===== src/source/rx_frontend_pkg.sv =====
`default_nettype none

package rx_frontend_pkg;

    // --------------------------------------------------
    // widths
    // --------------------------------------------------
    localparam int IQ_W     = 16;
    localparam int SAMPLE_W = 2 * IQ_W;
    localparam int PHASE_W  = 20;
    localparam int ID_W     = 64;
    localparam int CFO_W    = 20;
    localparam int QUAD_W   = 2;
    localparam int ENTRY_W  = SAMPLE_W + ID_W + PHASE_W;

    // field positions inside a FIFO entry, sample on top, phase at the bottom
    localparam int ENTRY_PHASE_LSB  = 0;
    localparam int ENTRY_ID_LSB     = PHASE_W;
    localparam int ENTRY_SAMPLE_LSB = PHASE_W + ID_W;

    // --------------------------------------------------
    // vector types
    // --------------------------------------------------
    // one real or imaginary component
    typedef logic signed [IQ_W - 1 : 0] iq_t;

    // Q in the upper half, I in the lower half
    typedef logic [SAMPLE_W - 1 : 0] sample_t;

    // phase and frequency word, quadrant in the top two bits
    typedef logic [PHASE_W - 1 : 0] phase_t;

    // running sample index since reset
    typedef logic [ID_W - 1 : 0] sample_id_t;

    // relative CFO step from the detector
    typedef logic signed [CFO_W - 1 : 0] cfo_inc_t;

    // tagged sample as stored in the buffer
    typedef logic [ENTRY_W - 1 : 0] fifo_entry_t;

    typedef logic [QUAD_W - 1 : 0] quadrant_t;

    // saturation limits of one component
    localparam iq_t IQ_MAX = 16'sh7fff;
    localparam iq_t IQ_MIN = 16'sh8000;

endpackage

`default_nettype wire

===== src/source/rx_frontend.sv =====
`default_nettype none

module rx_frontend (
    input  wire                                 clk_i,
    input  wire                                 reset_ni,

    input  wire rx_frontend_pkg::sample_t       sample_i,
    input  wire                                 sample_valid_i,
    input  wire rx_frontend_pkg::cfo_inc_t      cfo_inc_i,
    input  wire                                 cfo_valid_i,
    input  wire                                 cfo_manual_i,
    input  wire                                 out_ready_i,

    output wire rx_frontend_pkg::sample_t       out_sample_o,
    output wire rx_frontend_pkg::sample_id_t    out_id_o,
    output wire                                 out_valid_o,
    output wire                                 overflow_o
);

    localparam int FIFO_DEPTH = 16;

    // --------------------------------------------------
    // producer to buffer
    // --------------------------------------------------
    wire rx_frontend_pkg::fifo_entry_t  entry;
    wire                                entry_valid;

    // buffer to consumer
    wire rx_frontend_pkg::fifo_entry_t  rd_entry;
    wire                                rd_empty;
    wire                                rd_en;

    cfo_phase_tracker cfo_phase_tracker_i (
        .clk_i          (clk_i),
        .reset_ni       (reset_ni),
        .sample_i       (sample_i),
        .sample_valid_i (sample_valid_i),
        .cfo_inc_i      (cfo_inc_i),
        .cfo_valid_i    (cfo_valid_i),
        .cfo_manual_i   (cfo_manual_i),
        .entry_o        (entry),
        .entry_valid_o  (entry_valid)
    );

    sample_fifo #(
        .FIFO_DEPTH (FIFO_DEPTH)
    ) sample_fifo_i (
        .clk_i      (clk_i),
        .reset_ni   (reset_ni),
        .wr_entry_i (entry),
        .wr_en_i    (entry_valid),
        .rd_en_i    (rd_en),
        .rd_entry_o (rd_entry),
        .empty_o    (rd_empty),
        .overflow_o (overflow_o)
    );

    quadrant_derotator quadrant_derotator_i (
        .clk_i        (clk_i),
        .reset_ni     (reset_ni),
        .entry_i      (rd_entry),
        .empty_i      (rd_empty),
        .out_ready_i  (out_ready_i),
        .rd_en_o      (rd_en),
        .out_sample_o (out_sample_o),
        .out_id_o     (out_id_o),
        .out_valid_o  (out_valid_o)
    );

endmodule

`default_nettype wire


===== src/source/quadrant_derotator.sv =====
`default_nettype none

module quadrant_derotator (
    input  wire                                 clk_i,
    input  wire                                 reset_ni,

    input  wire rx_frontend_pkg::fifo_entry_t   entry_i,
    input  wire                                 empty_i,
    input  wire                                 out_ready_i,

    output logic                                rd_en_o,
    output rx_frontend_pkg::sample_t            out_sample_o,
    output rx_frontend_pkg::sample_id_t         out_id_o,
    output logic                                out_valid_o
);

    typedef enum logic {
        OUT_EMPTY,
        OUT_FULL
    } out_state_t;

    out_state_t state_q;

    rx_frontend_pkg::iq_t       in_i;
    rx_frontend_pkg::iq_t       in_q;
    rx_frontend_pkg::iq_t       rot_i;
    rx_frontend_pkg::iq_t       rot_q;
    rx_frontend_pkg::quadrant_t quadrant;

    // negation, -32768 clips to 32767
    function automatic rx_frontend_pkg::iq_t neg_sat(input rx_frontend_pkg::iq_t x);
        if (x == rx_frontend_pkg::IQ_MIN) begin
            return rx_frontend_pkg::IQ_MAX;
        end
        return -x;
    endfunction

    // --------------------------------------------------
    // rotation by quadrant
    // --------------------------------------------------
    assign in_i = entry_i[rx_frontend_pkg::ENTRY_SAMPLE_LSB +: rx_frontend_pkg::IQ_W];
    assign in_q = entry_i[rx_frontend_pkg::ENTRY_SAMPLE_LSB + rx_frontend_pkg::IQ_W +:
                          rx_frontend_pkg::IQ_W];
    assign quadrant = entry_i[rx_frontend_pkg::ENTRY_PHASE_LSB + rx_frontend_pkg::PHASE_W
                              - rx_frontend_pkg::QUAD_W +: rx_frontend_pkg::QUAD_W];

    always_comb begin
        case (quadrant)
            2'd1: begin
                rot_i = in_q;
                rot_q = neg_sat(in_i);
            end
            2'd2: begin
                rot_i = neg_sat(in_i);
                rot_q = neg_sat(in_q);
            end
            2'd3: begin
                rot_i = neg_sat(in_q);
                rot_q = in_i;
            end
            default: begin
                rot_i = in_i;
                rot_q = in_q;
            end
        endcase
    end

    // --------------------------------------------------
    // output handshake
    // --------------------------------------------------
    // pop when the register is free or drains this cycle
    assign rd_en_o     = !empty_i && ((state_q == OUT_EMPTY) || out_ready_i);
    assign out_valid_o = (state_q == OUT_FULL);

    always_ff @(posedge clk_i) begin
        if (!reset_ni) begin
            state_q <= OUT_EMPTY;
        end else if (rd_en_o) begin
            state_q <= OUT_FULL;
        end else if (out_ready_i) begin
            state_q <= OUT_EMPTY;
        end
    end

    always_ff @(posedge clk_i) begin
        if (rd_en_o) begin
            out_sample_o <= {rot_q, rot_i};
            out_id_o     <= entry_i[rx_frontend_pkg::ENTRY_ID_LSB +: rx_frontend_pkg::ID_W];
        end
    end

    hold_under_backpressure_a : assert property (
        @(posedge clk_i) disable iff (!reset_ni)
        (out_valid_o && !out_ready_i) |=>
            (out_valid_o && $stable(out_sample_o) && $stable(out_id_o))
    ) else $error("output changed while stalled");

endmodule

`default_nettype wire


===== src/source/sample_fifo.sv =====
`default_nettype none

module sample_fifo #(
    parameter int FIFO_DEPTH = 16
) (
    input  wire                                 clk_i,
    input  wire                                 reset_ni,

    input  wire rx_frontend_pkg::fifo_entry_t   wr_entry_i,
    input  wire                                 wr_en_i,
    input  wire                                 rd_en_i,

    output rx_frontend_pkg::fifo_entry_t        rd_entry_o,
    output logic                                empty_o,
    output logic                                overflow_o
);

    localparam int ADDR_W = $clog2(FIFO_DEPTH);

    // --------------------------------------------------
    // storage and pointers
    // --------------------------------------------------
    rx_frontend_pkg::fifo_entry_t   mem [FIFO_DEPTH];

    // extra msb tells full from empty
    logic [ADDR_W : 0]              wr_ptr_q;
    logic [ADDR_W : 0]              rd_ptr_q;
    logic                           full;
    logic                           wr_accept;

    assign empty_o   = (wr_ptr_q == rd_ptr_q);
    assign full      = (wr_ptr_q[ADDR_W] != rd_ptr_q[ADDR_W]) &&
                       (wr_ptr_q[ADDR_W - 1 : 0] == rd_ptr_q[ADDR_W - 1 : 0]);
    assign wr_accept = wr_en_i && !full;

    always_ff @(posedge clk_i) begin
        if (!reset_ni) begin
            wr_ptr_q <= '0;
        end else if (wr_accept) begin
            wr_ptr_q <= wr_ptr_q + 1'b1;
        end
    end

    // consumer only pops a non empty FIFO
    always_ff @(posedge clk_i) begin
        if (!reset_ni) begin
            rd_ptr_q <= '0;
        end else if (rd_en_i) begin
            rd_ptr_q <= rd_ptr_q + 1'b1;
        end
    end

    always_ff @(posedge clk_i) begin
        if (wr_accept) begin
            mem[wr_ptr_q[ADDR_W - 1 : 0]] <= wr_entry_i;
        end
    end

    // first word fall through
    assign rd_entry_o = mem[rd_ptr_q[ADDR_W - 1 : 0]];

    // --------------------------------------------------
    // sticky overflow
    // --------------------------------------------------
    always_ff @(posedge clk_i) begin
        if (!reset_ni) begin
            overflow_o <= 1'b0;
        end else if (wr_en_i && full) begin
            overflow_o <= 1'b1;
        end
    end

    no_read_when_empty_a : assert property (
        @(posedge clk_i) disable iff (!reset_ni)
        rd_en_i |-> !empty_o
    ) else $error("read from empty FIFO");

endmodule

`default_nettype wire


===== src/source/cfo_phase_tracker.sv =====
`default_nettype none

module cfo_phase_tracker (
    input  wire                                 clk_i,
    input  wire                                 reset_ni,

    input  wire rx_frontend_pkg::sample_t       sample_i,
    input  wire                                 sample_valid_i,
    input  wire rx_frontend_pkg::cfo_inc_t      cfo_inc_i,
    input  wire                                 cfo_valid_i,
    input  wire                                 cfo_manual_i,

    output rx_frontend_pkg::fifo_entry_t        entry_o,
    output logic                                entry_valid_o
);

    // --------------------------------------------------
    // counters and accumulators
    // --------------------------------------------------
    rx_frontend_pkg::sample_id_t    sample_cnt_q;
    rx_frontend_pkg::phase_t        freq_q;
    rx_frontend_pkg::phase_t        phase_q;
    rx_frontend_pkg::phase_t        sample_phase;
    rx_frontend_pkg::phase_t        cfo_step;

    // manual mode forces zero phase on the current sample too
    assign sample_phase = cfo_manual_i ? '0 : phase_q;

    // increments are relative, wrap is intended
    assign cfo_step = rx_frontend_pkg::phase_t'(cfo_inc_i);

    always_ff @(posedge clk_i) begin
        if (!reset_ni) begin
            sample_cnt_q <= '0;
        end else if (sample_valid_i) begin
            sample_cnt_q <= sample_cnt_q + rx_frontend_pkg::sample_id_t'(1);
        end
    end

    always_ff @(posedge clk_i) begin
        if (!reset_ni) begin
            freq_q  <= '0;
            phase_q <= '0;
        end else if (cfo_manual_i) begin
            freq_q  <= '0;
            phase_q <= '0;
        end else begin
            if (cfo_valid_i) begin
                freq_q <= freq_q - cfo_step;
            end
            // sample in the same cycle as an increment still sees old F
            if (sample_valid_i) begin
                phase_q <= phase_q + freq_q;
            end
        end
    end

    // --------------------------------------------------
    // entry register
    // --------------------------------------------------
    always_ff @(posedge clk_i) begin
        if (!reset_ni) begin
            entry_valid_o <= 1'b0;
        end else begin
            entry_valid_o <= sample_valid_i;
        end
    end

    always_ff @(posedge clk_i) begin
        if (sample_valid_i) begin
            entry_o <= {sample_i, sample_cnt_q, sample_phase};
        end
    end

    // one entry per strobe, one cycle later
    entry_after_strobe_a : assert property (
        @(posedge clk_i) disable iff (!reset_ni)
        entry_valid_o |-> $past(sample_valid_i)
    ) else $error("entry_valid_o without sample strobe");

endmodule

`default_nettype wire


===== config.mk =====
export PLATFORM = sky130hd
export DESIGN_NAME = rx_frontend
export DESIGN_NICKNAME = d
export VERILOG_FILES = /design/src/source/rx_frontend_pkg.sv /design/src/source/rx_frontend.sv /design/src/source/quadrant_derotator.sv /design/src/source/sample_fifo.sv /design/src/source/cfo_phase_tracker.sv
export SDC_FILE = /design/constraint.sdc
export NUM_CORES = 2
export LEC_CHECK = 0
export BUFFER_PORTS_ARGS = -buffer_cell sky130_fd_sc_hd__buf_2
export CAP_MARGIN = 5
export CORE_ASPECT_RATIO = 2
export CORE_UTILIZATION = 39
export CTS_CLUSTER_SIZE = 16
export DETAILED_ROUTE_END_ITERATION = 12
export SETUP_SLACK_MARGIN = 0.02
export SYNTH_ARGS = -nofsm -noshare
export SYNTH_HDL_FRONTEND = slang
export SYNTH_SLANG_ARGS = --single-unit

===== constraint.sdc =====
create_clock -name clk_i -period 11.15 [get_ports clk_i]
set_clock_uncertainty 0.05 [all_clocks]
set_input_delay 1.115 -clock clk_i [delete_from_list [all_inputs] [get_ports clk_i]]
set_output_delay 1.115 -clock clk_i [all_outputs]
set_load 0.005 [all_outputs]

==> results <==
- The worst-case IR drop observed on VDD is 0.000173 V.
- Counting tap cells, the placed design contains a total of 6121 instances.
- The clock-pin slew of the registers on the worst-case setup and hold paths is 0.07 ns.
- TritonCTS built the clock tree.
- The post-route fraction of the period consumed by the critical path is 0.557.
- The part of the total power dissipated in combinational logic is 0.194.
- The number of global-route vias before repair was 36900.
- The number of pins with negative max-slew slack in the final report is 0.
- Of the total power, the share spent switching nets is 0.261.
- In this run the static leakage power is 0.0262 uW.
- The level count of the clock H-tree is 4.
- Summed over all nets, the switching power comes to 4580 uW.
- After synthesis, the netlist uses 78 different library cells.
- For the worst setup path, the data required time is 11.63 ns.
- Of all nets on the critical path, the largest fanout is 40.
- The post-layout net count is 3914.
- The die is 308 um wide.
- The floorplan step defined a die boundary enclosing 190000 um2.
- Of the synthesized area, sequential elements account for 0.756.
- Counting flops with a built-in enable in the synthesized netlist gives 1762.
- The remaining design rule violation count is 0.
- The slew of the pin with the lowest slew margin is 1.20 ns.
- After global routing the overflow that remains totals 0.
- The kind of critical path is reg -> reg.
- The cell seen most often among critical-path stages is sky130_fd_sc_hd__buf_4.
- The number of hold buffers added after CTS was 0.
- The HPWL after detailed placement is 99200 um.
- The number of gates resized after CTS was 0.
- Setup repair after global routing left no endpoint under its margin.
- Across every metal layer, demand over resource in global routing totals 0.187.
- The cell-internal power is 12900 uW.
- The number of I/O pins is 156.
- The delay of the slowest cell on the worst path is 0.97 ns.
- The synthesis-stage register bit count is 1883.
- The fmax is 161 MHz.
- The number of failing setup endpoints in the final timing report is 0.
- The smallest clock period supported by the final layout is computed as 6.21 ns.
- The wire length of the first global-routing pass is 257000 um.
- The post-synthesis net count is 3664.
- The number of antenna violations at the first check in global routing is 10.
- Row generation in the floorplan step produced 224 rows.
- The kind of end point of the critical path is a flip-flop.
- The cell area after technology mapping is 73200 um2.
- The violation count after the first detailed-route iteration is 2734.
- The cell count after synthesis is 3558.
- Clock tree synthesis inserted a total of 171 buffers.
- Among all stages on the critical path, the largest delay is contributed by sky130_fd_sc_hd__dfxtp_4.
- Data on the critical path arrives at its endpoint at 6.68 ns.
- The clock drives 1883 sinks.
- The clock insertion delay at the later pin of the skew report is 0.81 ns.
- In the final timing run, aggregate negative setup slack is 0 ns.
- The kind of launch point of the worst setup path is a flip-flop.
- The mean cell area of the mapped netlist is 20.6 um2.
- Using the TritonRoute via totals, the vias-per-cell ratio works out to 5.50.
- The buffer count from post-CTS setup fixing is 0.
- From synthesis to final layout, the design area changed by 12.8%.
- In this run the tool buffered the top-level ports with 155 buffer cells.
- The critical path goes through buf_4 > buf_4 > mux4_2 > a22o_1 > a221oi_1 > nor2b_1 > nand2_1 > or3_1 > a311oi_1 > a32oi_1.
- Among all flip-flop cells after synthesis, the most frequent one is sky130_fd_sc_hd__edfxtp_1.
- The number of hold violations in the final report is 0.
- The tree is rooted in a sky130_fd_sc_hd__clkbuf_16.
- Max-cap violations in this run came to 0.
- The number of nets with antenna violations after detailed routing is 0.
- The number of detailed-route iterations in the first pass is 5.
- The setup slack of the most critical reg-to-reg path is 4.94 ns.
- The routability-driven placement congestion ratio is 0.883.
- The routed design has 176000 um of wire.
- The maximum buffer depth of the clock tree is 4.
- Measured along the y axis, the die boundary spans 615 um.
- The min-delay analysis places its worst path in the category reg -> reg.
- The run finished with clean final reports.
- The part of the power in registers is 0.477.
- Of all flip-flops after synthesis, the portion carrying an async set or reset was 0.
- The fraction of power consumed by the clock network is 0.330.
- Once layout is complete, the cells apart from fillers number 6428.
- Counting the fill cells in the layout gives 15800.
- Dividing total power by cell area gives a power density of 212 nW/um2.
- Dividing the detail-routed wire length by the instance count gives 27.4 um.
- The detailed router placed 35300 vias in this run.
- The initial utilization of the core area, before any placement, comes to 0.393.
- The area of the core is 186000 um2.
- The largest net degree at the start of global routing is 126.
- Of the cells placed in the final design, the portion with a size suffix greater than 1 is 0.250.
- The number of synthesis warnings is 0.
- The worst pin sits at a relative slew slack of 0.199.
## cell families after synthesis
family,after synthesis,synth area share
mux,496,0.146
compound gates,306,0.0286
flops,1883,0.756
buf+inv,207,0.0128
xor+xnor,99,0.0118
fa+ha+maj,48,0.00841
simple gates,519,0.0363
## placed cells by master, fill, tap and decap left out, drive strengths merged, types with 7 or more instances in the layout
master       n
a211oi      10
o31ai        8
xor2        25
a21oi       71
clkinvlp     8
and4        13
nor2       109
a221oi      14
a22oi       21
o221ai       8
mux2i       32
and2        67
clkinv      47
nand3       48
ha          46
o211ai       9
inv         49
a21o         8
nand2b      14
o22ai        7
xnor2       74
nor3        31
nor2b       24
o21a        19
and3        13
or3         23
nand4       26
a31oi        7
a21boi      15
o21ai       54
a22o        18
buf        242
bufinv      10
clkbuf     231
mux4       460
edfxtp    1762
nand2      123
dfxtp      121
## flip-flops by register name, indices dropped and copies added (netlist names), named ones only
name / count
quadrant_derotator_i.out_id_o: 64
sample_fifo_i.overflow_o: 1
quadrant_derotator_i.out_sample_o: 32
sample_fifo_i.mem: 1568
cfo_phase_tracker_i.entry_o: 98
sample_fifo_i.wr_ptr_q: 5
cfo_phase_tracker_i.entry_valid_o: 1
sample_fifo_i.rd_ptr_q: 5
cfo_phase_tracker_i.freq_q: 20
cfo_phase_tracker_i.phase_q: 20
cfo_phase_tracker_i.sample_cnt_q: 64
quadrant_derotator_i.out_valid_o: 1
## per-stage QoR
| stage | total power (uW) | hold WS, ns | util | setup WS, ns | instance area, um2 |
|---|---|---|---|---|---|
| after CTS | 17700 | 0.363 | 0.443 | 4.81 | 82600 |
| final | 17500 | 0.390 | 0.443 | 4.94 | 82600 |
| after detailed placement | 12000 | 0.372 | 0.414 | 4.80 | 77200 |
| after global placement | 12000 | 0.368 | 0.414 | 4.83 | 77200 |
| after floorplan | 10900 | 0.358 | - | 2.27 | 73200 |
| after global routing | 18200 | 0.393 | 0.443 | 4.44 | 82600 |
## cells in the mapped netlist (all sizes together) (6+ instances only)
cell type  number  area [um2]
buf            68         415
a31oi           7        43.8
xnor2          74         648
nand4          26         163
a21boi         15         113
o221ai          8        70.1
nor3           31         155
nand2         123         462
and2           67         419
and3           13        81.3
or3            23         144
o31ai           8        60.1
a211oi         10        75.1
clkbuf         97         364
nand2b         14        87.6
o21a           19         143
nand3          48         240
a22oi          21         158
a21oi          71         359
ha             46         576
mux2i          32         320
nor2          109         409
o22ai           7        43.8
nand4b          6        52.6
o21ai          54         270
and4           13         114
xor2           25         219
o211ai          9        67.6
dfxtp         121        2420
a221oi         14         135
inv            42         158
edfxtp       1762       52900
a21o            8        60.1
a22o           18         158
nor2b          24         150
mux4          460       10400
## worst max-delay path, delay by kind of cell (launching register included)
| family | cells | cell delay (ns) |
|---|---|---|
| AOI/OAI and AO/OA | 4 | 1.67 |
| muxes | 1 | 0.59 |
| and+or+nand+nor | 3 | 1.17 |
| buffers and inverters | 2 | 1.43 |
| DFF | 1 | 0.97 |
## routing by layer
| metal | vias up | GRT usage | wire [um] |
|---|---|---|---|
| met5 | - | 0 | 0 |
| met4 | 0 | 0.0659 | 5880 |
| met3 | 277 | 0.0220 | 7240 |
| met2 | 865 | 0.344 | 96100 |
| met1 | 19000 | 0.224 | 67200 |
| li1 | 15200 | - | - |
## worst paths after layout
check / from / end / cells past startpoint
worst max register to register: flip-flop / quadrant_derotator_i.out_sample_o[15]$_DFFE_PP_ / 10
worst max-delay path: flip-flop / quadrant_derotator_i.out_sample_o[15]$_DFFE_PP_ / 10
worst min-delay path: cfo_phase_tracker_i.sample_cnt_q[21]$_SDFFE_PN0P_ / cfo_phase_tracker_i.entry_o[41]$_DFFE_PP_ / 0
worst min register to register: cfo_phase_tracker_i.sample_cnt_q[21]$_SDFFE_PN0P_ / cfo_phase_tracker_i.entry_o[41]$_DFFE_PP_ / 0
## cell type report
cell class,count,area (um2),share of cell area
timing repair buffer,242,1490,0.0180
antenna,4,10.0,0.000121
clock buffer,231,4730,0.0573
multi-input combinational,1468,17100,0.207
tap,2486,3110,0.0377
clock inverter,72,646,0.00782
inverter,42,163,0.00197
sequential,1883,55300,0.670
## power by group through the flow
stage,Combinational (uW),Sequential [uW],Clock [uW]
final,3390,8340,5770
after global routing,3650,8380,6140
after CTS,3480,8360,5900
after detailed placement,3470,8510,0
after global placement,3460,8510,0
after floorplan,2480,8380,0
(Power assumes the default switching activity.)
